$ cat src/hw/iq_frame_pkg.sv
`default_nettype none

package iq_frame_pkg;

  // ==============================
  // Word and frame layout
  // ==============================
  localparam int WORD_WIDTH     = 32;  // One I/Q sample word
  localparam int PAIRS_PER_WORD = 16;  // DDR pairs making up one word
  localparam int Q_SYNC_INDEX   = 8;   // Pair that opens the Q half

  // Pair counter width, derived from the frame length
  localparam int PAIR_IDX_WIDTH = $clog2(PAIRS_PER_WORD);

  // Sync patterns as {d0, d1}, d0 arrives first
  localparam logic [1:0] I_SYNC_PAIR = 2'b10;  // d0 high, d1 low
  localparam logic [1:0] Q_SYNC_PAIR = 2'b01;  // d0 low, d1 high

  // ==============================
  // Types
  // ==============================
  typedef enum logic {
    BAND_RX09 = 1'b0,  // Sub-GHz receiver, true polarity
    BAND_RX24 = 1'b1   // 2.4 GHz receiver, inverted on the board
  } band_e;

  typedef enum logic [1:0] {
    DF_HUNT   = 2'd0,  // Waiting for the I sync pair
    DF_I_HALF = 2'd1,  // Pairs 1..7
    DF_Q_HALF = 2'd2   // Pairs 8..15, pair 8 must be Q sync
  } deframe_state_e;

endpackage

`default_nettype wire

$ cat src/hw/smi_pkg.sv
`default_nettype none

package smi_pkg;

  // ==============================
  // SMI byte layout
  // ==============================
  localparam int BYTES_PER_WORD = 4;  // MSB first on the bus
  localparam int BYTE_WIDTH     = 8;  // Width of the SMI data bus

  localparam int BYTE_IDX_WIDTH = $clog2(BYTES_PER_WORD);

  // Level of the a2 line when the FPGA drives the host
  localparam logic DIR_TO_HOST = 1'b1;

  // Host read strobe tracking
  typedef enum logic [1:0] {
    RD_IDLE        = 2'd0,  // Waiting for a strobe on a valid word
    RD_STROBE_LOW  = 2'd1,  // Host is sampling the current byte
    RD_STROBE_HIGH = 2'd2   // Byte done, one cycle of settling
  } readout_state_e;

endpackage

`default_nettype wire

$ cat src/hw/iq_deframer.sv
`timescale 1ns/10ps
`default_nettype none

module iq_deframer (
  input  wire                                   i_glob_clock,
  input  wire                                   i_rst_b,
  input  wire                                   i_rx_09_d0,  // Earlier bit of the pair
  input  wire                                   i_rx_09_d1,
  input  wire                                   i_rx_24_d0,  // Inverted on the board
  input  wire                                   i_rx_24_d1,
  input  iq_frame_pkg::band_e                   i_band,
  input  wire                                   i_full,
  output logic                                  o_push,
  output logic [iq_frame_pkg::WORD_WIDTH-1:0]   o_word
);

  localparam int IDX_W = iq_frame_pkg::PAIR_IDX_WIDTH;

  // Pair indices where the FSM changes half or closes the frame
  localparam logic [IDX_W-1:0] LAST_I_PAIR = IDX_W'(iq_frame_pkg::Q_SYNC_INDEX - 1);
  localparam logic [IDX_W-1:0] Q_PAIR      = IDX_W'(iq_frame_pkg::Q_SYNC_INDEX);
  localparam logic [IDX_W-1:0] LAST_PAIR   = IDX_W'(iq_frame_pkg::PAIRS_PER_WORD - 1);

  // ==============================
  // Band select and polarity
  // ==============================
  logic [1:0]                        w_pair;        // Corrected pair {d0, d1}
  logic                              w_band_change;
  iq_frame_pkg::band_e               r_band_q;      // Band seen last cycle
  iq_frame_pkg::deframe_state_e      r_state;
  logic [IDX_W-1:0]                  r_pair_idx;    // Index of the incoming pair
  logic [iq_frame_pkg::WORD_WIDTH-1:0] r_word;

  // RX24 pins carry the complement, undo it before any sync test
  assign w_pair = (i_band == iq_frame_pkg::BAND_RX24) ? ~{i_rx_24_d0, i_rx_24_d1}
                                                      :  {i_rx_09_d0, i_rx_09_d1};

  assign w_band_change = (i_band != r_band_q);

  // ==============================
  // Word assembly
  // ==============================
  // Shift every cycle, the register always holds the last 16 pairs
  // so the I sync pair ends up in bits 31:30 after pair 15
  always_ff @(posedge i_glob_clock) begin
    r_word <= {r_word[iq_frame_pkg::WORD_WIDTH-3:0], w_pair};
  end

  assign o_word = r_word;

  // ==============================
  // Sync FSM
  // ==============================
  always_ff @(posedge i_glob_clock) begin
    if (!i_rst_b) begin
      r_state    <= iq_frame_pkg::DF_HUNT;
      r_pair_idx <= '0;
      r_band_q   <= iq_frame_pkg::BAND_RX09;
      o_push     <= 1'b0;
    end else begin
      r_band_q <= i_band;
      o_push   <= 1'b0;  // Single-cycle pulse

      if (w_band_change) begin
        // Source switched mid-stream, whatever was collected is junk
        r_state    <= iq_frame_pkg::DF_HUNT;
        r_pair_idx <= '0;
      end else begin
        case (r_state)
          iq_frame_pkg::DF_HUNT: begin
            if (w_pair == iq_frame_pkg::I_SYNC_PAIR) begin
              r_state    <= iq_frame_pkg::DF_I_HALF;  // This was pair 0
              r_pair_idx <= IDX_W'(1);
            end
          end

          iq_frame_pkg::DF_I_HALF: begin
            r_pair_idx <= r_pair_idx + 1'b1;
            if (r_pair_idx == LAST_I_PAIR) begin
              r_state <= iq_frame_pkg::DF_Q_HALF;
            end
          end

          iq_frame_pkg::DF_Q_HALF: begin
            r_pair_idx <= r_pair_idx + 1'b1;
            if ((r_pair_idx == Q_PAIR) && (w_pair != iq_frame_pkg::Q_SYNC_PAIR)) begin
              r_state    <= iq_frame_pkg::DF_HUNT;  // Q sync missing, drop frame
              r_pair_idx <= '0;
            end else if (r_pair_idx == LAST_PAIR) begin
              r_state    <= iq_frame_pkg::DF_HUNT;
              r_pair_idx <= '0;
              o_push     <= !i_full;  // No room, the whole word is lost
            end
          end

          default: begin
            r_state    <= iq_frame_pkg::DF_HUNT;
            r_pair_idx <= '0;
          end
        endcase
      end
    end
  end

endmodule

`default_nettype wire

$ cat src/hw/sample_fifo.sv
`timescale 1ns/10ps
`default_nettype none

module sample_fifo #(
  parameter int FIFO_ADDR_WIDTH = 4,                        // 2**N words deep
  parameter int WORD_WIDTH      = iq_frame_pkg::WORD_WIDTH
) (
  input  wire                   i_glob_clock,
  input  wire                   i_rst_b,
  input  wire                   i_push,
  input  wire  [WORD_WIDTH-1:0] i_word,
  input  wire                   i_pull,
  output logic [WORD_WIDTH-1:0] o_head_word,  // Valid whenever not empty
  output logic                  o_full,
  output logic                  o_empty
);

  localparam int DEPTH = 1 << FIFO_ADDR_WIDTH;

  // ==============================
  // Storage and pointers
  // ==============================
  logic [WORD_WIDTH-1:0]    r_mem [0:DEPTH-1];
  logic [FIFO_ADDR_WIDTH:0] r_wr_ptr;  // Extra MSB is the wrap flag
  logic [FIFO_ADDR_WIDTH:0] r_rd_ptr;
  logic                     w_do_push;
  logic                     w_do_pull;
  logic                     w_same_addr;

  assign w_same_addr = (r_wr_ptr[FIFO_ADDR_WIDTH-1:0] == r_rd_ptr[FIFO_ADDR_WIDTH-1:0]);

  // Same address, wrap flags tell full from empty
  assign o_empty = w_same_addr && (r_wr_ptr[FIFO_ADDR_WIDTH] == r_rd_ptr[FIFO_ADDR_WIDTH]);
  assign o_full  = w_same_addr && (r_wr_ptr[FIFO_ADDR_WIDTH] != r_rd_ptr[FIFO_ADDR_WIDTH]);

  assign w_do_push = i_push && !o_full;   // Push into a full FIFO is lost
  assign w_do_pull = i_pull && !o_empty;  // Pull on empty is ignored

  // ==============================
  // Write side
  // ==============================
  always_ff @(posedge i_glob_clock) begin
    if (w_do_push) begin
      r_mem[r_wr_ptr[FIFO_ADDR_WIDTH-1:0]] <= i_word;
    end
  end

  // ==============================
  // Pointer update
  // ==============================
  always_ff @(posedge i_glob_clock) begin
    if (!i_rst_b) begin
      r_wr_ptr <= '0;
      r_rd_ptr <= '0;
    end else begin
      if (w_do_push) begin
        r_wr_ptr <= r_wr_ptr + 1'b1;
      end
      if (w_do_pull) begin
        r_rd_ptr <= r_rd_ptr + 1'b1;  // Next word falls through
      end
    end
  end

  // First word fall through, head is read straight from the array
  assign o_head_word = r_mem[r_rd_ptr[FIFO_ADDR_WIDTH-1:0]];

endmodule

`default_nettype wire

$ cat src/hw/smi_readout.sv
`timescale 1ns/10ps
`default_nettype none

module smi_readout (
  input  wire                                 i_glob_clock,
  input  wire                                 i_rst_b,
  input  wire  [iq_frame_pkg::WORD_WIDTH-1:0] i_head_word,  // FWFT head of the FIFO
  input  wire                                 i_empty,
  input  wire                                 i_smi_a2,     // Bus direction
  input  wire                                 i_smi_soe_se, // Read strobe, active low
  output logic                                o_pull,
  output logic [smi_pkg::BYTE_WIDTH-1:0]      o_smi_data,
  output logic                                o_smi_data_oe,
  output logic                                o_smi_read_req
);

  localparam int IDX_W = smi_pkg::BYTE_IDX_WIDTH;

  localparam logic [IDX_W-1:0] LAST_BYTE = IDX_W'(smi_pkg::BYTES_PER_WORD - 1);

  // ==============================
  // Strobe tracking
  // ==============================
  logic                     r_soe_q;     // Strobe after one register
  smi_pkg::readout_state_e  r_state;
  logic [IDX_W-1:0]         r_byte_idx;  // 0 is the most significant byte
  logic                     w_to_host;
  logic                     w_byte_done;

  assign w_to_host = (i_smi_a2 == smi_pkg::DIR_TO_HOST);

  // Registered strobe went back high while a byte was out
  assign w_byte_done = (r_state == smi_pkg::RD_STROBE_LOW) && r_soe_q;

  always_ff @(posedge i_glob_clock) begin
    if (!i_rst_b) begin
      r_soe_q    <= 1'b1;  // Idle level of the strobe
      r_state    <= smi_pkg::RD_IDLE;
      r_byte_idx <= '0;
    end else begin
      r_soe_q <= i_smi_soe_se;

      case (r_state)
        smi_pkg::RD_IDLE: begin
          // Only count strobes that really read a word
          if (!r_soe_q && w_to_host && !i_empty) begin
            r_state <= smi_pkg::RD_STROBE_LOW;
          end
        end

        smi_pkg::RD_STROBE_LOW: begin
          if (w_byte_done) begin
            r_state    <= smi_pkg::RD_STROBE_HIGH;
            r_byte_idx <= r_byte_idx + 1'b1;  // Wraps to 0 after the last byte
          end
        end

        smi_pkg::RD_STROBE_HIGH: begin
          r_state <= smi_pkg::RD_IDLE;  // Gives the FIFO head a cycle to settle
        end

        default: begin
          r_state <= smi_pkg::RD_IDLE;
        end
      endcase
    end
  end

  // Word consumed, advance the FIFO on the same edge as the index wrap
  assign o_pull = w_byte_done && (r_byte_idx == LAST_BYTE);

  // ==============================
  // Bus outputs
  // ==============================
  // MSB first, index 0 selects bits 31:24
  assign o_smi_data = i_head_word[(smi_pkg::BYTES_PER_WORD - 1 - int'(r_byte_idx))
                                  * smi_pkg::BYTE_WIDTH +: smi_pkg::BYTE_WIDTH];

  assign o_smi_read_req = w_to_host && !i_empty;      // Data waiting for the host
  assign o_smi_data_oe  = w_to_host && !i_smi_soe_se; // Drive only during the strobe

endmodule

`default_nettype wire

$ cat src/hw/iq_rx_top.sv
`timescale 1ns/10ps
`default_nettype none

module iq_rx_top #(
  parameter int FIFO_ADDR_WIDTH = 4,                        // 16 words
  parameter int WORD_WIDTH      = iq_frame_pkg::WORD_WIDTH
) (
  input  wire                            i_glob_clock,
  input  wire                            i_rst_b,
  input  wire                            i_rx_09_d0,
  input  wire                            i_rx_09_d1,
  input  wire                            i_rx_24_d0,
  input  wire                            i_rx_24_d1,
  input  wire                            i_smi_a3,      // Band select
  input  wire                            i_smi_a2,      // Direction
  input  wire                            i_smi_soe_se,
  output logic [smi_pkg::BYTE_WIDTH-1:0] o_smi_data,
  output logic                           o_smi_data_oe,
  output logic                           o_smi_read_req
);

  // ==============================
  // Inter-stage wires
  // ==============================
  iq_frame_pkg::band_e   w_band;
  logic                  w_push;
  logic [WORD_WIDTH-1:0] w_word;
  logic                  w_full;
  logic [WORD_WIDTH-1:0] w_head_word;
  logic                  w_empty;
  logic                  w_pull;

  assign w_band = iq_frame_pkg::band_e'(i_smi_a3);  // a3 low is RX09

  // Stage 1, DDR pairs to words
  iq_deframer u_deframer (
    .i_glob_clock (i_glob_clock),
    .i_rst_b      (i_rst_b),
    .i_rx_09_d0   (i_rx_09_d0),
    .i_rx_09_d1   (i_rx_09_d1),
    .i_rx_24_d0   (i_rx_24_d0),
    .i_rx_24_d1   (i_rx_24_d1),
    .i_band       (w_band),
    .i_full       (w_full),
    .o_push       (w_push),
    .o_word       (w_word)
  );

  // Stage 2, word buffer
  sample_fifo #(
    .FIFO_ADDR_WIDTH (FIFO_ADDR_WIDTH),
    .WORD_WIDTH      (WORD_WIDTH)
  ) u_sample_fifo (
    .i_glob_clock (i_glob_clock),
    .i_rst_b      (i_rst_b),
    .i_push       (w_push),
    .i_word       (w_word),
    .i_pull       (w_pull),
    .o_head_word  (w_head_word),
    .o_full       (w_full),
    .o_empty      (w_empty)
  );

  // Stage 3, bytes to the SMI host
  smi_readout u_smi_readout (
    .i_glob_clock   (i_glob_clock),
    .i_rst_b        (i_rst_b),
    .i_head_word    (w_head_word),
    .i_empty        (w_empty),
    .i_smi_a2       (i_smi_a2),
    .i_smi_soe_se   (i_smi_soe_se),
    .o_pull         (w_pull),
    .o_smi_data     (o_smi_data),
    .o_smi_data_oe  (o_smi_data_oe),
    .o_smi_read_req (o_smi_read_req)
  );

endmodule

`default_nettype wire

$ cat config.mk
export PLATFORM = sky130hd
export DESIGN_NAME = iq_rx_top
export DESIGN_NICKNAME = d
export VERILOG_FILES = /design/src/hw/iq_frame_pkg.sv /design/src/hw/smi_pkg.sv /design/src/hw/iq_deframer.sv /design/src/hw/sample_fifo.sv /design/src/hw/smi_readout.sv /design/src/hw/iq_rx_top.sv
export SDC_FILE = /design/constraint.sdc
export NUM_CORES = 1
export LEC_CHECK = 0
export BUFFER_PORTS_ARGS = -buffer_cell sky130_fd_sc_hd__buf_4
export CAP_MARGIN = 10
export CELL_PAD_IN_SITES_DETAIL_PLACEMENT = 0
export CELL_PAD_IN_SITES_GLOBAL_PLACEMENT = 2
export CORE_AREA = 10 10 217 219
export CTS_BUF_LIST = sky130_fd_sc_hd__clkbuf_8
export DETAILED_ROUTE_END_ITERATION = 8
export DIE_AREA = 0 0 227 229
export PLACE_DENSITY = 0.9
export SLEW_MARGIN = 5
export SYNTH_ARGS = -nofsm -noshare
export SYNTH_HDL_FRONTEND = slang
export SYNTH_SLANG_ARGS = --single-unit
$ cat constraint.sdc
create_clock -name i_glob_clock -period 7.5 [get_ports i_glob_clock]
set_clock_uncertainty 0.05 [all_clocks]
set_input_delay 1.5 -clock i_glob_clock [delete_from_list [all_inputs] [get_ports i_glob_clock]]
set_output_delay 1.5 -clock i_glob_clock [all_outputs]
set_load 0.03 [all_outputs]
==> results of run 1 <==
-- Yosys cell counts, drive strengths merged (13+ instances only) --
cell	number	area [sq um]
and2	16	100
o22ai	14	87.6
dfxtp	59	1180
clkbuf	21	78.8
mux2i	15	150
buf	31	188
o21ai	15	75.1
and3	15	93.8
inv	13	48.8
nor2	19	71.3
mux4	129	2910
nand3	14	70.1
a22oi	27	203
nand2	30	113
a21oi	19	98.9
edfxtp	512	15400
nor2b	15	93.8
-- cell usage in the layout (no fill, tap or decap), types with 8 or more instances in the layout --
master,synthesis,final
dfxtp_1,59,55
nor2_1,19,18
nor2b_1,15,13
mux4_2,129,129
xor2_1,9,9
ha_1,8,8
inv_1,13,47
a21oi_1,18,18
o21ai_0,9,9
clkbuf_8,0,99
a22oi_1,27,27
mux2i_1,15,15
edfxtp_1,512,512
nand2_1,30,30
clkinv_2,0,10
and2_1,16,16
clkinv_1,0,13
buf_4,10,38
and3_2,0,14
nand3_1,14,14
o22ai_1,14,14
-- where the power goes --
part	internal, mW	total, mW	switching (mW)
registers	3.50	3.57	0.0649
logic	0.00795	0.0172	0.00927
clock network	1.24	2.37	1.13
total	4.75	5.96	1.21
-- registers in the layout (all words and copies together), names as in the netlist, named ones only --
register	flops
u_sample_fifo.r_wr_ptr	5
u_deframer.o_push	1
u_smi_readout.r_byte_idx	2
u_sample_fifo.r_mem	512
u_deframer.r_band_q	1
u_deframer.o_word	32
u_smi_readout.r_soe_q	1
u_smi_readout.r_state	2
u_deframer.r_state	2
u_sample_fifo.r_rd_ptr	5
u_deframer.r_pair_idx	4
-- layout make-up --
cell class	instances	area (sq um)	share of cell area (%)
Clock buffer	99	1360	5.68
Clock inverter	60	277	1.15
Inverter	13	48.8	0.204
Multi-Input combinational cell	399	4710	19.6
Sequential cell	571	16600	69.1
Tap cell	546	683	2.85
Timing Repair Buffer	40	325	1.36
-- stage by stage --
step | utilization, % | std cells | instance area [sq um] | setup WS [ps] | hold slack [ps]
final | 56.1 | 1728 | 24000 | 2280 | 366
after global routing | 56.1 | 1728 | 24000 | 1930 | 396
after CTS | 56.1 | 1728 | 24000 | 2210 | 368
after detailed placement | 52.3 | 1569 | 22300 | 2890 | 360
after global placement | 52.3 | 1569 | 22300 | 2930 | 355
after floorplan | - | 1035 | 21500 | 3670 | 341
-- path summary, 6_finish.rpt --
path	end	slack, ps	depth (start not counted)
max	o_smi_data[4]	2280	7
max reg2reg	u_sample_fifo.r_mem[8][10]	4420	5
min	u_smi_readout.r_state[0]	370	1
min reg2reg	u_smi_readout.r_state[0]	370	1
-- worst max-delay path: stages, from the launching register on --
cell	delay [ps]
dfxtp_4	890
buf_12	410
mux4_2	570
a22oi_1	210
nand2_1	80
a21oi_1	260
o21ai_0	220
buf_4	280
-- routing by layer --
metal / up-vias / track usage [%] / wire length [um]
met1: 5534 / 24.4 / 18400
met4: 2 / 6.50 / 1200
met3: 94 / 3.67 / 3910
met5: - / 0 / 18
li1: 4453 / - / -
met2: 523 / 29.6 / 23500
-- kinds of logic (layout without fill, tap and decap cells) --
family,Yosys count,after routing,share of synthesized area (%)
xor gates and xnor gates,14,14,0.569
buffers and inverters,65,212,1.46
AOI/OAI and AO/OA,104,104,3.27
muxes,144,144,14.2
and+or+nand+nor,129,129,3.20
DFF,571,571,76.8
adders and majority gates,8,8,0.465
==> impl_results.html, run 1 <==
<table>
<tr><th>Metric</th><th>Value</th></tr>
<tr><th colspan="2">Outcome</th></tr>
<tr><td>Status</td><td>completed</td></tr>
<tr><th colspan="2">Routing</th></tr>
<tr><td>Wire length reported by the detailed router</td><td>approximately 47000 um</td></tr>
<tr><td>Number of design rule violations left after detail routing</td><td>0</td></tr>
<tr><td>Detailed-route vias per instance</td><td>6.14</td></tr>
<tr><td>Number of DRC markers in iteration 0</td><td>roughly 1100</td></tr>
<tr><td>Pre-antenna DRT Iters</td><td>5</td></tr>
<tr><td>Residual antenna-violating net count after detailed routing</td><td>0</td></tr>
<tr><td>Average detailed-routed wire length per instance</td><td>~27 um</td></tr>
<tr><td>Via Count</td><td>approximately 11000</td></tr>
<tr><th colspan="2">Logic synthesis</th></tr>
<tr><td>Synthesized Nets</td><td>1052</td></tr>
<tr><td>Distinct cell type count after synthesis</td><td>47</td></tr>
<tr><td>Post-synthesis instance area</td><td>roughly 22000 sq um</td></tr>
<tr><td>Main flop type after synthesis</td><td>edfxtp_1</td></tr>
<tr><td>Average cell area after synthesis</td><td>approximately 21 sq um</td></tr>
<tr><td>Count of yosys warnings during synthesis</td><td>0</td></tr>
<tr><td>Seq cells post-synth</td><td>571</td></tr>
<tr><td>Sequential area share after synthesis</td><td>76.8%</td></tr>
<tr><td>Count of flip-flops with a built-in enable after synthesis</td><td>512</td></tr>
<tr><td>Post-synthesis async set-or-reset flop share</td><td>0%</td></tr>
<tr><td>Mapped Cells</td><td>between 1000 and 1500</td></tr>
<tr><th colspan="2">Floorplanning</th></tr>
<tr><td>Die Footprint</td><td>52000 sq um</td></tr>
<tr><td>Top Ports</td><td>19</td></tr>
<tr><td>Row count</td><td>76</td></tr>
<tr><td>DIE WIDTH</td><td>~230 um</td></tr>
<tr><td>Die boundary height</td><td>between 200 and 250 um</td></tr>
<tr><td>Starting Density</td><td>between 50% and 60%</td></tr>
<tr><td>Core box area</td><td>approximately 43000 sq um</td></tr>
<tr><th colspan="2">Clock network</th></tr>
<tr><td>Clock tree buffer depth</td><td>3</td></tr>
<tr><td>Number of resized instances in the post-cts repair step</td><td>0</td></tr>
<tr><td>CTS H-tree lvls</td><td>3</td></tr>
<tr><td>Worst-path clk slew</td><td>around 60 ps</td></tr>
<tr><td>Clock Tree Root</td><td>clkbuf_8</td></tr>
<tr><td>Later-pin clock latency in the skew report</td><td>a little over 600 ps</td></tr>
<tr><td>Clock tree from TritonCTS</td><td>built</td></tr>
<tr><td>Post-CTS setup-driven buffer insertion count</td><td>0</td></tr>
<tr><td>Inserted Clock Buffers</td><td>86</td></tr>
<tr><td>Hold buffers post-CTS</td><td>0</td></tr>
<tr><td>Number of sinks handled by clock tree synthesis</td><td>571</td></tr>
<tr><th colspan="2">Placement</th></tr>
<tr><td>Final RePlAce weighted congestion</td><td>~0.8</td></tr>
<tr><td>DPL Wire Length</td><td>roughly 25000 um</td></tr>
<tr><td>Port Buffers</td><td>18</td></tr>
<tr><th colspan="2">Cells and area</th></tr>
<tr><td>Area added between synthesis and finish</td><td>11.3%</td></tr>
<tr><td>Fill cell total of the finished layout</td><td>3080</td></tr>
<tr><td>Number of antenna diodes</td><td>0</td></tr>
<tr><td>Total number of nets in the final design</td><td>roughly 1100</td></tr>
<tr><td>Share of final-layout standard cells stronger than drive strength 1</td><td>26.1%</td></tr>
<tr><th colspan="2">Flow run</th></tr>
<tr><td>Maximum capacitance violations</td><td>0</td></tr>
<tr><th colspan="2">Power and ir drop</th></tr>
<tr><td>Total power density per cell area</td><td>248 nW/um^2</td></tr>
<tr><td>PnR Total Power</td><td>a little under 6 mW</td></tr>
<tr><td>Leakage power total</td><td>about 7.6 nW</td></tr>
<tr><td>Maximum VDD drop</td><td>0.140 mV</td></tr>
<tr><th colspan="2">Timing</th></tr>
<tr><td>Setup repair after global routing missed its margin</td><td>false</td></tr>
<tr><td>Final Max Slew Viols</td><td>0</td></tr>
<tr><td>Relative slew slack</td><td>between 20 and 30%</td></tr>
<tr><td>Final count of hold timing violations</td><td>0</td></tr>
<tr><td>Final critical-path share of the clock period</td><td>between 60% and 70%</td></tr>
<tr><td>Max frequency</td><td>~0.19 GHz</td></tr>
<tr><td>Setup-failing EPs final</td><td>0</td></tr>
<tr><td>Worst Tran Pin Value</td><td>about 1100 ps</td></tr>
<tr><td>Final worst path period need</td><td>5220 ps</td></tr>
<tr><td>Setup total negative slack</td><td>0 ps</td></tr>
<tr><th colspan="2">GRT</th></tr>
<tr><td>First-pass GRT wire length</td><td>slightly above 70000 um</td></tr>
<tr><td>Number of antenna violations at the first check in global routing</td><td>1</td></tr>
<tr><td>GRT overflow</td><td>0</td></tr>
<tr><td>Vias in the first global route</td><td>roughly 11000</td></tr>
<tr><td>Global-route total usage across every layer</td><td>between 10% and 20%</td></tr>
<tr><td>Pin count of the biggest net entering global routing</td><td>56</td></tr>
<tr><th colspan="2">Setup path</th></tr>
<tr><td>Crit path capture type</td><td>primary output</td></tr>
<tr><td>Worst reg2reg startpoint</td><td>u_sample_fifo.r_wr_ptr[4]</td></tr>
<tr><td>CP Data Arrival Time</td><td>between 3000 and 4000 ps</td></tr>
<tr><td>Kind of launch point of the worst setup path</td><td>flip-flop</td></tr>
<tr><td>Crit Path Class</td><td>flip-flop to primary output</td></tr>
<tr><td>Critical path required time</td><td>~6000 ps</td></tr>
<tr><td>Max FO, Critical Path</td><td>between 40 and 50</td></tr>
<tr><th colspan="2">Min path</th></tr>
<tr><td>Startpoint of the most critical hold path</td><td>u_smi_readout.r_state[1]</td></tr>
<tr><td>Worst Hold Class</td><td>flip-flop to flip-flop</td></tr>
</table>
(Power assumes the default switching activity.)
==> inputs of run 2 (changes only) <==
- clock period: 7.5 -> 4.9 ns (I/O delays scaled with it)
==> impl_results.html, run 2 (synthesis results as in run 1) <==
<table>
<tr><th>Metric</th><th>Value</th></tr>
<tr><th colspan="2">Floorplanning</th></tr>
<tr><td>Top Ports</td><td>19 (unchanged)</td></tr>
<tr><td>Die boundary height</td><td>229 um (unchanged)</td></tr>
<tr><td>DIE WIDTH</td><td>227 um (unchanged)</td></tr>
<tr><td>Row count</td><td>76 (unchanged)</td></tr>
<tr><td>Starting Density</td><td>50.5% (unchanged)</td></tr>
<tr><td>Core box area</td><td>42700 sq um (unchanged)</td></tr>
<tr><td>Die Footprint</td><td>52000 sq um (unchanged)</td></tr>
<tr><th colspan="2">GRT</th></tr>
<tr><td>Global-route total usage across every layer</td><td>18.4% (was 18.3%)</td></tr>
<tr><td>Pin count of the biggest net entering global routing</td><td>35 (was 56)</td></tr>
<tr><td>Vias in the first global route</td><td>11045 (was 11085)</td></tr>
<tr><td>Number of antenna violations at the first check in global routing</td><td>0 (was 1)</td></tr>
<tr><td>First-pass GRT wire length</td><td>70400 um (was 70500 um)</td></tr>
<tr><td>GRT overflow</td><td>0 (unchanged)</td></tr>
<tr><th colspan="2">Power and ir drop</th></tr>
<tr><td>Internal power summed over all cells</td><td>7.46 mW (was 4.75 mW)</td></tr>
<tr><td>Logic gate share of total power</td><td>0.3% (about the same)</td></tr>
<tr><td>Net switching fraction of the power</td><td>20.5% (was 20.3%)</td></tr>
<tr><td>Leakage power total</td><td>7.80 nW (was 7.63 nW)</td></tr>
<tr><td>Sequential fraction of design power</td><td>58.1% (was 59.9%)</td></tr>
<tr><td>PnR Total Power</td><td>9.39 mW (was 5.96 mW)</td></tr>
<tr><td>Maximum VDD drop</td><td>0.231 mV (was 0.140 mV)</td></tr>
<tr><td>Total power density per cell area</td><td>386 nW/um^2 (was 248 nW/um^2)</td></tr>
<tr><td>Switching Power</td><td>1.93 mW (was 1.21 mW)</td></tr>
<tr><td>Clock network fraction of total power</td><td>41.6% (was 39.8%)</td></tr>
<tr><th colspan="2">Cells and area</th></tr>
<tr><td>Fill cell total of the finished layout</td><td>3058 (was 3080)</td></tr>
<tr><td>Share of final-layout standard cells stronger than drive strength 1</td><td>27.7% (was 26.1%)</td></tr>
<tr><td>Sequential cell area</td><td>16600 sq um (unchanged)</td></tr>
<tr><td>Area added between synthesis and finish</td><td>12.8% (was 11.3%)</td></tr>
<tr><td>Most frequent cells in the layout</td><td>edfxtp_1 (512), mux4_2 (129), clkbuf_8 (110) (was edfxtp_1 (512), mux4_2 (129), clkbuf_8 (99))</td></tr>
<tr><td>Final std cell area, no fill</td><td>24300 sq um (was 24000 sq um)</td></tr>
<tr><td>Total area of multi-input combinational cells</td><td>4700 sq um (was 4710 sq um)</td></tr>
<tr><td>Number of flip-flops in the largest register</td><td>512 (unchanged)</td></tr>
<tr><td>Number of antenna diodes</td><td>0 (unchanged)</td></tr>
<tr><td>Most common cell after layout, fill and taps aside</td><td>edfxtp_1 (unchanged)</td></tr>
<tr><td>Total number of nets in the final design</td><td>1151 (was 1128)</td></tr>
<tr><th colspan="2">Timing</th></tr>
<tr><td>Worst Tran Pin Value</td><td>1050 ps (was 1090 ps)</td></tr>
<tr><td>Relative slew slack</td><td>29.7% (was 27.3%)</td></tr>
<tr><td>Max frequency</td><td>0.229 GHz</td></tr>
<tr><td>Setup repair after global routing missed its margin</td><td>false (unchanged)</td></tr>
<tr><td>Setup-failing EPs final</td><td>0 (unchanged)</td></tr>
<tr><td>Final count of hold timing violations</td><td>0 (unchanged)</td></tr>
<tr><td>Final Max Slew Viols</td><td>0 (unchanged)</td></tr>
<tr><td>Fin Hold WS</td><td>368 ps (was 366 ps)</td></tr>
<tr><td>Final critical-path share of the clock period</td><td>89.2%</td></tr>
<tr><td>Final worst path period need</td><td>~4400 ps</td></tr>
<tr><td>Setup total negative slack</td><td>0 ps (unchanged)</td></tr>
<tr><th colspan="2">Clock network</th></tr>
<tr><td>Worst-path clk slew</td><td>60 ps (about the same)</td></tr>
<tr><td>Post-CTS setup-driven buffer insertion count</td><td>0 (unchanged)</td></tr>
<tr><td>Clock tree from TritonCTS</td><td>built (unchanged)</td></tr>
<tr><td>Clock Tree Root</td><td>clkbuf_8 (unchanged)</td></tr>
<tr><td>Later-pin clock latency in the skew report</td><td>650 ps (was 610 ps)</td></tr>
<tr><td>Inserted Clock Buffers</td><td>90 (was 86)</td></tr>
<tr><td>Number of resized instances in the post-cts repair step</td><td>0 (unchanged)</td></tr>
<tr><td>Clock tree buffer depth</td><td>3 (unchanged)</td></tr>
<tr><td>Hold buffers post-CTS</td><td>0 (unchanged)</td></tr>
<tr><td>Number of sinks handled by clock tree synthesis</td><td>571 (unchanged)</td></tr>
<tr><td>CTS H-tree lvls</td><td>3 (unchanged)</td></tr>
<tr><th colspan="2">Setup path</th></tr>
<tr><td>Kind of launch point of the worst setup path</td><td>flip-flop (unchanged)</td></tr>
<tr><td>Max FO, Critical Path</td><td>26 (was 49)</td></tr>
<tr><td>Standard cell with the maximum stage delay on the critical path</td><td>dfxtp_4 (unchanged)</td></tr>
<tr><td>Worst reg2reg startpoint</td><td>u_sample_fifo.r_wr_ptr[4] (unchanged)</td></tr>
<tr><td>Crit path capture type</td><td>primary output (unchanged)</td></tr>
<tr><td>CP Data Arrival Time</td><td>3340 ps (was 3670 ps)</td></tr>
<tr><td>Dominant delay contributor by cell family on the critical path</td><td>compound AO/OA/AOI/OAI gates (was flip-flops)</td></tr>
<tr><td>Crit Path Class</td><td>flip-flop to primary output (unchanged)</td></tr>
<tr><td>Critical path required time</td><td>3870 ps (was 5950 ps)</td></tr>
<tr><td>Worst path bufs/invs</td><td>2 (unchanged)</td></tr>
<tr><td>List of cells traversed by the critical path</td><td>buf_12 &gt; mux4_2 &gt; a22oi_1 &gt; nand2_1 &gt; a21oi_1 &gt; o21ai_0 &gt; buf_4 (unchanged)</td></tr>
<tr><td>Maximum single-stage delay on the critical path</td><td>700 ps (was 890 ps)</td></tr>
<tr><th colspan="2">Routing</th></tr>
<tr><td>Pre-antenna DRT Iters</td><td>5 (unchanged)</td></tr>
<tr><td>Number of DRC markers in iteration 0</td><td>1147 (was 1077)</td></tr>
<tr><td>Residual antenna-violating net count after detailed routing</td><td>0 (unchanged)</td></tr>
<tr><td>Average detailed-routed wire length per instance</td><td>26.6 um (was 27.2 um)</td></tr>
<tr><td>Wire length reported by the detailed router</td><td>46800 um (was 47000 um)</td></tr>
<tr><td>Number of design rule violations left after detail routing</td><td>0 (unchanged)</td></tr>
<tr><td>Detailed-route vias per instance</td><td>6.05 (was 6.14)</td></tr>
<tr><td>Via Count</td><td>10630 (was 10606)</td></tr>
<tr><th colspan="2">Placement</th></tr>
<tr><td>Port Buffers</td><td>18 (unchanged)</td></tr>
<tr><td>Final RePlAce weighted congestion</td><td>0.787 (was 0.781)</td></tr>
<tr><td>Placed Area</td><td>22500 sq um (was 22300 sq um)</td></tr>
<tr><td>DPL Wire Length</td><td>26800 um (was 24900 um)</td></tr>
<tr><th colspan="2">Outcome</th></tr>
<tr><td>Status</td><td>completed (unchanged)</td></tr>
<tr><th colspan="2">Min path</th></tr>
<tr><td>Startpoint of the most critical hold path</td><td>u_smi_readout.r_soe_q (was u_smi_readout.r_state[1])</td></tr>
<tr><td>Worst Hold Class</td><td>flip-flop to flip-flop (unchanged)</td></tr>
<tr><th colspan="2">Flow run</th></tr>
<tr><td>Maximum capacitance violations</td><td>0 (unchanged)</td></tr>
</table>
## run 2: worst paths after layout
kind              depth (start not counted)                    endpoint  slack (ps)
setup / recovery                          7               o_smi_data[4]         530
hold / removal                            1    u_smi_readout.r_state[0]         370
setup reg to reg                          5  u_sample_fifo.r_mem[0][19]        1720
hold reg to reg                           1    u_smi_readout.r_state[0]         370
## run 2: worst reg2reg max path, cell delays in order (launching register included)
cell and delay (ps):
dfxtp_1 320, xnor2_1 440, inv_1 210, a21oi_2 490, and3_2 1000, buf_4 370
## run 2: layer usage
metal | up-vias | share of wire, % | track usage (%)
met4 | 0 | 2.5 | 6.42
li1 | 4488 | - | -
met5 | - | 0 | 0
met1 | 5612 | 41 | 24.7
met2 | 447 | 49 | 29.4
met3 | 83 | 7.1 | 3.81
## run 2: cell type report
type | instances | share of cell area (%)
multi-input combinational | 399 | 19.4
inverter | 13 | 0.201
sequential | 571 | 68.2
timing repair buffer | 59 | 2.03
tap | 546 | 2.81
clock buffer | 110 | 6.23
clock inverter | 60 | 1.18
## run 2: power groups by stage
stage / clock network [mW] / registers, mW / logic, mW
global placement: 0 / 5.54 / 0.0268
detailed placement: 0 / 5.55 / 0.0272
floorplan: 0 / 5.51 / 0.0162
CTS: 3.96 / 5.45 / 0.0275
finish: 3.91 / 5.45 / 0.0273
global route: 4.20 / 5.46 / 0.0308
## run 2: per-stage QoR
| step | util, % | setup WS (ps) | std cells |
|---|---|---|---|
| after global placement | 52.7 | 1230 | 1588 |
| after detailed placement | 52.7 | 1190 | 1588 |
| after CTS | 56.9 | 476 | 1758 |
| final | 56.9 | 528 | 1758 |
| after global routing | 56.9 | 336 | 1758 |
| after floorplan | - | 1070 | 1035 |
==> inputs of run 3 (changes only) <==
- ABC_AREA: default -> 1
- CORE_AREA: 10 10 217 219 -> 10 10 234 236
- CTS_BUF_LIST: sky130_fd_sc_hd__clkbuf_8 -> sky130_fd_sc_hd__clkbuf_4 sky130_fd_sc_hd__clkbuf_8
- DIE_AREA: 0 0 227 229 -> 0 0 244 246
- PLACE_DENSITY: 0.9 -> 0.93
==> impl_results.html, run 3 <==
<table>
<tr><th>Metric</th><th>Value</th></tr>
<tr><th colspan="2">Outcome</th></tr>
<tr><td>Status</td><td>completed (unchanged)</td></tr>
<tr><th colspan="2">Setup path</th></tr>
<tr><td>CP Data Arrival Time</td><td>3320 ps (was 3340 ps)</td></tr>
<tr><td>Standard cell with the maximum stage delay on the critical path</td><td>dfxtp_4 (unchanged)</td></tr>
<tr><td>Crit Path Class</td><td>flip-flop to primary output (unchanged)</td></tr>
<tr><td>Maximum single-stage delay on the critical path</td><td>600 ps (was 700 ps)</td></tr>
<tr><td>Timing endpoint of the critical path</td><td>o_smi_data[3] (was o_smi_data[4])</td></tr>
<tr><td>Worst reg2reg startpoint</td><td>u_sample_fifo.r_wr_ptr[2] (was u_sample_fifo.r_wr_ptr[4])</td></tr>
<tr><td>Crit path capture type</td><td>primary output (unchanged)</td></tr>
<tr><td>Max FO, Critical Path</td><td>224 (was 26)</td></tr>
<tr><td>List of cells traversed by the critical path</td><td>buf_12 &gt; nand2_1 &gt; nand3_1 &gt; nand3_1 &gt; nand2_1 &gt; nand2_1 &gt; nand3_1 &gt; nand3_1 &gt; nand2_1 &gt; buf_4 (was buf_12 &gt; mux4_2 &gt; a22oi_1 &gt; nand2_1 &gt; a21oi_1 &gt; o21ai_0 &gt; buf_4)</td></tr>
<tr><td>Number of logic stages on the critical path including buffering</td><td>10 (was 7)</td></tr>
<tr><td>Reg2Reg Setup Slack</td><td>1760 ps (was 1720 ps)</td></tr>
<tr><td>Worst path bufs/invs</td><td>2 (unchanged)</td></tr>
<tr><td>Critical path required time</td><td>3870 ps (about the same)</td></tr>
<tr><td>Cell count of the worst reg-to-reg path</td><td>8 (was 5)</td></tr>
<tr><td>Dominant delay contributor by cell family on the critical path</td><td>simple AND/OR/NAND/NOR gates (was compound AO/OA/AOI/OAI gates)</td></tr>
<tr><td>Kind of launch point of the worst setup path</td><td>flip-flop (unchanged)</td></tr>
<tr><td>Reg-to-reg critical path endpoint</td><td>u_sample_fifo.r_mem[8][27] (was u_sample_fifo.r_mem[0][19])</td></tr>
<tr><th colspan="2">Flow run</th></tr>
<tr><td>Maximum capacitance violations</td><td>0 (unchanged)</td></tr>
<tr><th colspan="2">GRT</th></tr>
<tr><td>Pin count of the biggest net entering global routing</td><td>225 (was 35)</td></tr>
<tr><td>GRT overflow</td><td>0 (unchanged)</td></tr>
<tr><td>Vias in the first global route</td><td>14249 (was 11045)</td></tr>
<tr><td>First-pass GRT wire length</td><td>85400 um (was 70400 um)</td></tr>
<tr><td>Global-route total usage across every layer</td><td>18.5% (was 18.4%)</td></tr>
<tr><td>Number of antenna violations at the first check in global routing</td><td>0 (unchanged)</td></tr>
<tr><th colspan="2">Cells and area</th></tr>
<tr><td>Final std cell area, no fill</td><td>25400 sq um (was 24300 sq um)</td></tr>
<tr><td>Fill cell total of the finished layout</td><td>4339 (was 3058)</td></tr>
<tr><td>Total number of nets in the final design</td><td>1987 (was 1151)</td></tr>
<tr><td>Share of final-layout standard cells stronger than drive strength 1</td><td>11.6% (was 27.7%)</td></tr>
<tr><td>Most common cell after layout, fill and taps aside</td><td>nand2_1 (was edfxtp_1)</td></tr>
<tr><td>Number of antenna diodes</td><td>0 (unchanged)</td></tr>
<tr><td>Count of non-filler cells in the finished layout</td><td>2715 (was 1758)</td></tr>
<tr><td>Most frequent cells in the layout</td><td>nand2_1 (694), edfxtp_1 (512), nand3_1 (446) (was edfxtp_1 (512), mux4_2 (129), clkbuf_8 (110))</td></tr>
<tr><td>Number of flip-flops in the largest register</td><td>512 (unchanged)</td></tr>
<tr><td>Area added between synthesis and finish</td><td>11.4% (was 12.8%)</td></tr>
<tr><td>Finished Core Util</td><td>50.9% (was 56.9%)</td></tr>
<tr><th colspan="2">Placement</th></tr>
<tr><td>DPL Wire Length</td><td>27400 um (was 26800 um)</td></tr>
<tr><td>Final RePlAce weighted congestion</td><td>0.753 (was 0.787)</td></tr>
<tr><td>Placed Area</td><td>23400 sq um (was 22500 sq um)</td></tr>
<tr><td>Port Buffers</td><td>18 (unchanged)</td></tr>
<tr><td>Total placed cells including tap cells</td><td>2549 (was 1588)</td></tr>
<tr><td>Worst-case setup slack after placement</td><td>1250 ps (was 1190 ps)</td></tr>
<tr><th colspan="2">Power and ir drop</th></tr>
<tr><td>Leakage power total</td><td>9.18 nW (was 7.80 nW)</td></tr>
<tr><td>Total power density per cell area</td><td>384 nW/um^2 (was 386 nW/um^2)</td></tr>
<tr><td>Maximum VDD drop</td><td>0.212 mV (was 0.231 mV)</td></tr>
<tr><td>PnR Total Power</td><td>9.76 mW (was 9.39 mW)</td></tr>
<tr><th colspan="2">Routing</th></tr>
<tr><td>Residual antenna-violating net count after detailed routing</td><td>0 (unchanged)</td></tr>
<tr><td>Average detailed-routed wire length per instance</td><td>20.5 um (was 26.6 um)</td></tr>
<tr><td>Number of design rule violations left after detail routing</td><td>0 (unchanged)</td></tr>
<tr><td>Number of DRC markers in iteration 0</td><td>1438 (was 1147)</td></tr>
<tr><td>Via Count</td><td>14521 (was 10630)</td></tr>
<tr><td>Pre-antenna DRT Iters</td><td>5 (unchanged)</td></tr>
<tr><td>Wire length reported by the detailed router</td><td>55600 um (was 46800 um)</td></tr>
<tr><td>Detailed-route vias per instance</td><td>5.35 (was 6.05)</td></tr>
<tr><th colspan="2">Logic synthesis</th></tr>
<tr><td>Average cell area after synthesis</td><td>11.8 sq um (was 20.8 sq um)</td></tr>
<tr><td>Post-synthesis instance area</td><td>22800 sq um (was 21500 sq um)</td></tr>
<tr><td>Most common cell in the netlist</td><td>nand2_1 (was edfxtp_1)</td></tr>
<tr><td>Sequential area share after synthesis</td><td>72.6% (was 76.8%)</td></tr>
<tr><td>Seq cells post-synth</td><td>571 (unchanged)</td></tr>
<tr><td>Mapped Cells</td><td>1938 (was 1035)</td></tr>
<tr><td>Area fraction of the dominant cell type after synthesis</td><td>67.4% (was 71.4%)</td></tr>
<tr><td>Post-synthesis async set-or-reset flop share</td><td>0% (unchanged)</td></tr>
<tr><td>Count of flip-flops with a built-in enable after synthesis</td><td>512 (unchanged)</td></tr>
<tr><td>Synthesized Nets</td><td>1955 (was 1052)</td></tr>
<tr><td>Main flop type after synthesis</td><td>edfxtp_1 (unchanged)</td></tr>
<tr><td>Most frequent cells after synthesis</td><td>nand2_1 (694), edfxtp_1 (512), nand3_1 (446), dfxtp_1 (59), buf_2 (36) (was edfxtp_1 (512), mux4_2 (129), dfxtp_1 (59), nand2_1 (30), a22oi_1 (27))</td></tr>
<tr><td>Post-synthesis cell type with the largest combined area</td><td>edfxtp_1 (unchanged)</td></tr>
<tr><td>Count of yosys warnings during synthesis</td><td>0 (unchanged)</td></tr>
<tr><td>Main area contributors after synthesis</td><td>edfxtp_1 (67%), nand2_1 (11%), nand3_1 (9.8%) (was edfxtp_1 (71%), mux4_2 (13%), dfxtp_1 (5.5%))</td></tr>
<tr><td>Distinct cell type count after synthesis</td><td>29 (was 47)</td></tr>
<tr><th colspan="2">Floorplanning</th></tr>
<tr><td>DIE WIDTH</td><td>244 um (was 227 um)</td></tr>
<tr><td>Starting Density</td><td>45.7% (was 50.5%)</td></tr>
<tr><td>Core box area</td><td>49900 sq um (was 42700 sq um)</td></tr>
<tr><td>Top Ports</td><td>19 (unchanged)</td></tr>
<tr><td>Row count</td><td>82 (was 76)</td></tr>
<tr><td>Die boundary height</td><td>246 um (was 229 um)</td></tr>
<tr><td>Die Footprint</td><td>60000 sq um (was 52000 sq um)</td></tr>
<tr><th colspan="2">Min path</th></tr>
<tr><td>Worst Hold Class</td><td>flip-flop to flip-flop (unchanged)</td></tr>
<tr><th colspan="2">Timing</th></tr>
<tr><td>Relative slew slack</td><td>18.1% (was 29.7%)</td></tr>
<tr><td>Final critical-path share of the clock period</td><td>88.8% (was 89.2%)</td></tr>
<tr><td>Final Max Slew Viols</td><td>0 (unchanged)</td></tr>
<tr><td>Worst Tran Pin Value</td><td>1230 ps (was 1050 ps)</td></tr>
<tr><td>Setup slack of the critical path after layout</td><td>550 ps (was 528 ps)</td></tr>
<tr><td>Setup repair after global routing missed its margin</td><td>false (unchanged)</td></tr>
<tr><td>Setup-failing EPs final</td><td>0 (unchanged)</td></tr>
<tr><td>Max frequency</td><td>0.230 GHz (was 0.229 GHz)</td></tr>
<tr><td>Fin Hold WS</td><td>427 ps (was 368 ps)</td></tr>
<tr><td>Final count of hold timing violations</td><td>0 (unchanged)</td></tr>
<tr><td>Final worst path period need</td><td>4350 ps (was 4370 ps)</td></tr>
<tr><td>Setup total negative slack</td><td>0 ps (unchanged)</td></tr>
<tr><th colspan="2">Clock network</th></tr>
<tr><td>CTS H-tree lvls</td><td>3 (unchanged)</td></tr>
<tr><td>Inserted Clock Buffers</td><td>91 (was 90)</td></tr>
<tr><td>Hold buffers post-CTS</td><td>0 (unchanged)</td></tr>
<tr><td>Clock Tree Root</td><td>clkbuf_8 (unchanged)</td></tr>
<tr><td>Clock tree from TritonCTS</td><td>built (unchanged)</td></tr>
<tr><td>Clock tree buffer depth</td><td>3 (unchanged)</td></tr>
<tr><td>Number of resized instances in the post-cts repair step</td><td>0 (unchanged)</td></tr>
<tr><td>Number of sinks handled by clock tree synthesis</td><td>571 (unchanged)</td></tr>
<tr><td>Post-CTS setup-driven buffer insertion count</td><td>0 (unchanged)</td></tr>
<tr><td>Later-pin clock latency in the skew report</td><td>670 ps (was 650 ps)</td></tr>
<tr><td>Worst-path clk slew</td><td>60 ps (about the same)</td></tr>
</table>
[run 3: changes by cell type in the layout (fill, tap and decap cells not counted), sizes merged, moves of 16 or more]
cell / before / now
nand2: 30 / 695
clkbuf: 110 / 143
and2: 16 / 0
a22oi: 27 / 0
nand3: 14 / 446
mux4: 129 / 0
inv: 48 / 31
[run 3: metal layers]
layer	global-route usage [%]	up-vias	wire, um
met5	0	-	0
met4	6.58	0	1200
met3	2.66	82	3220
met2	30.2	472	26600
met1	24.9	7135	24600
li1	-	6832	-
[run 3: worst min path at each step]
stage	from	slack, ps	cells past startpoint	endpoint
after floorplan	u_smi_readout.r_state[0]	390	1	u_smi_readout.r_state[0]
final	u_smi_readout.r_state[0]	430	1	u_smi_readout.r_state[0]
after global placement	u_smi_readout.r_state[0]	400	1	u_smi_readout.r_state[0]
after detailed placement	u_smi_readout.r_state[0]	420	1	u_smi_readout.r_state[0]
after CTS	i_smi_soe_se	410	2	u_smi_readout.r_soe_q
after global routing	i_smi_soe_se	440	2	u_smi_readout.r_soe_q
[run 3: worst reg2reg max path, cell delays in order, from the launching register on]
cell and delay (ps):
dfxtp_1 490, xor2_1 180, nor2_1 90, nand3b_1 140, nand2_2 150, inv_2 170
nand2_1 260, nor2_4 890, buf_4 410
[run 3: final cells by class]
type	instances	area [sq um]	area share, %
Clock buffer	143	1720	6.79
Clock inverter	23	233	0.916
Inverter	31	124	0.488
Multi-Input combinational cell	1225	5470	21.5
Sequential cell	571	16600	65.2
Tap cell	672	841	3.31
Timing Repair Buffer	50	438	1.72
[run 3: cells by family after synthesis]
group	Yosys count	synth area share, %
buffers and inverters	142	3.91
xor gates and xnor gates	14	0.538
AOI/OAI and AO/OA	22	0.510
and+or+nand+nor	1181	22.0
DFF	571	72.6
adders and majority gates	8	0.439
[run 3: power breakdown]
part / internal, mW / switching, mW / leakage [nW] / total [mW]
clock network: 2.45 / 1.82 / 1.03 / 4.27
logic: 0.0116 / 0.0195 / 3.07 / 0.0311
registers: 5.36 / 0.0964 / 5.09 / 5.45
total: 7.82 / 1.94 / 9.18 / 9.76
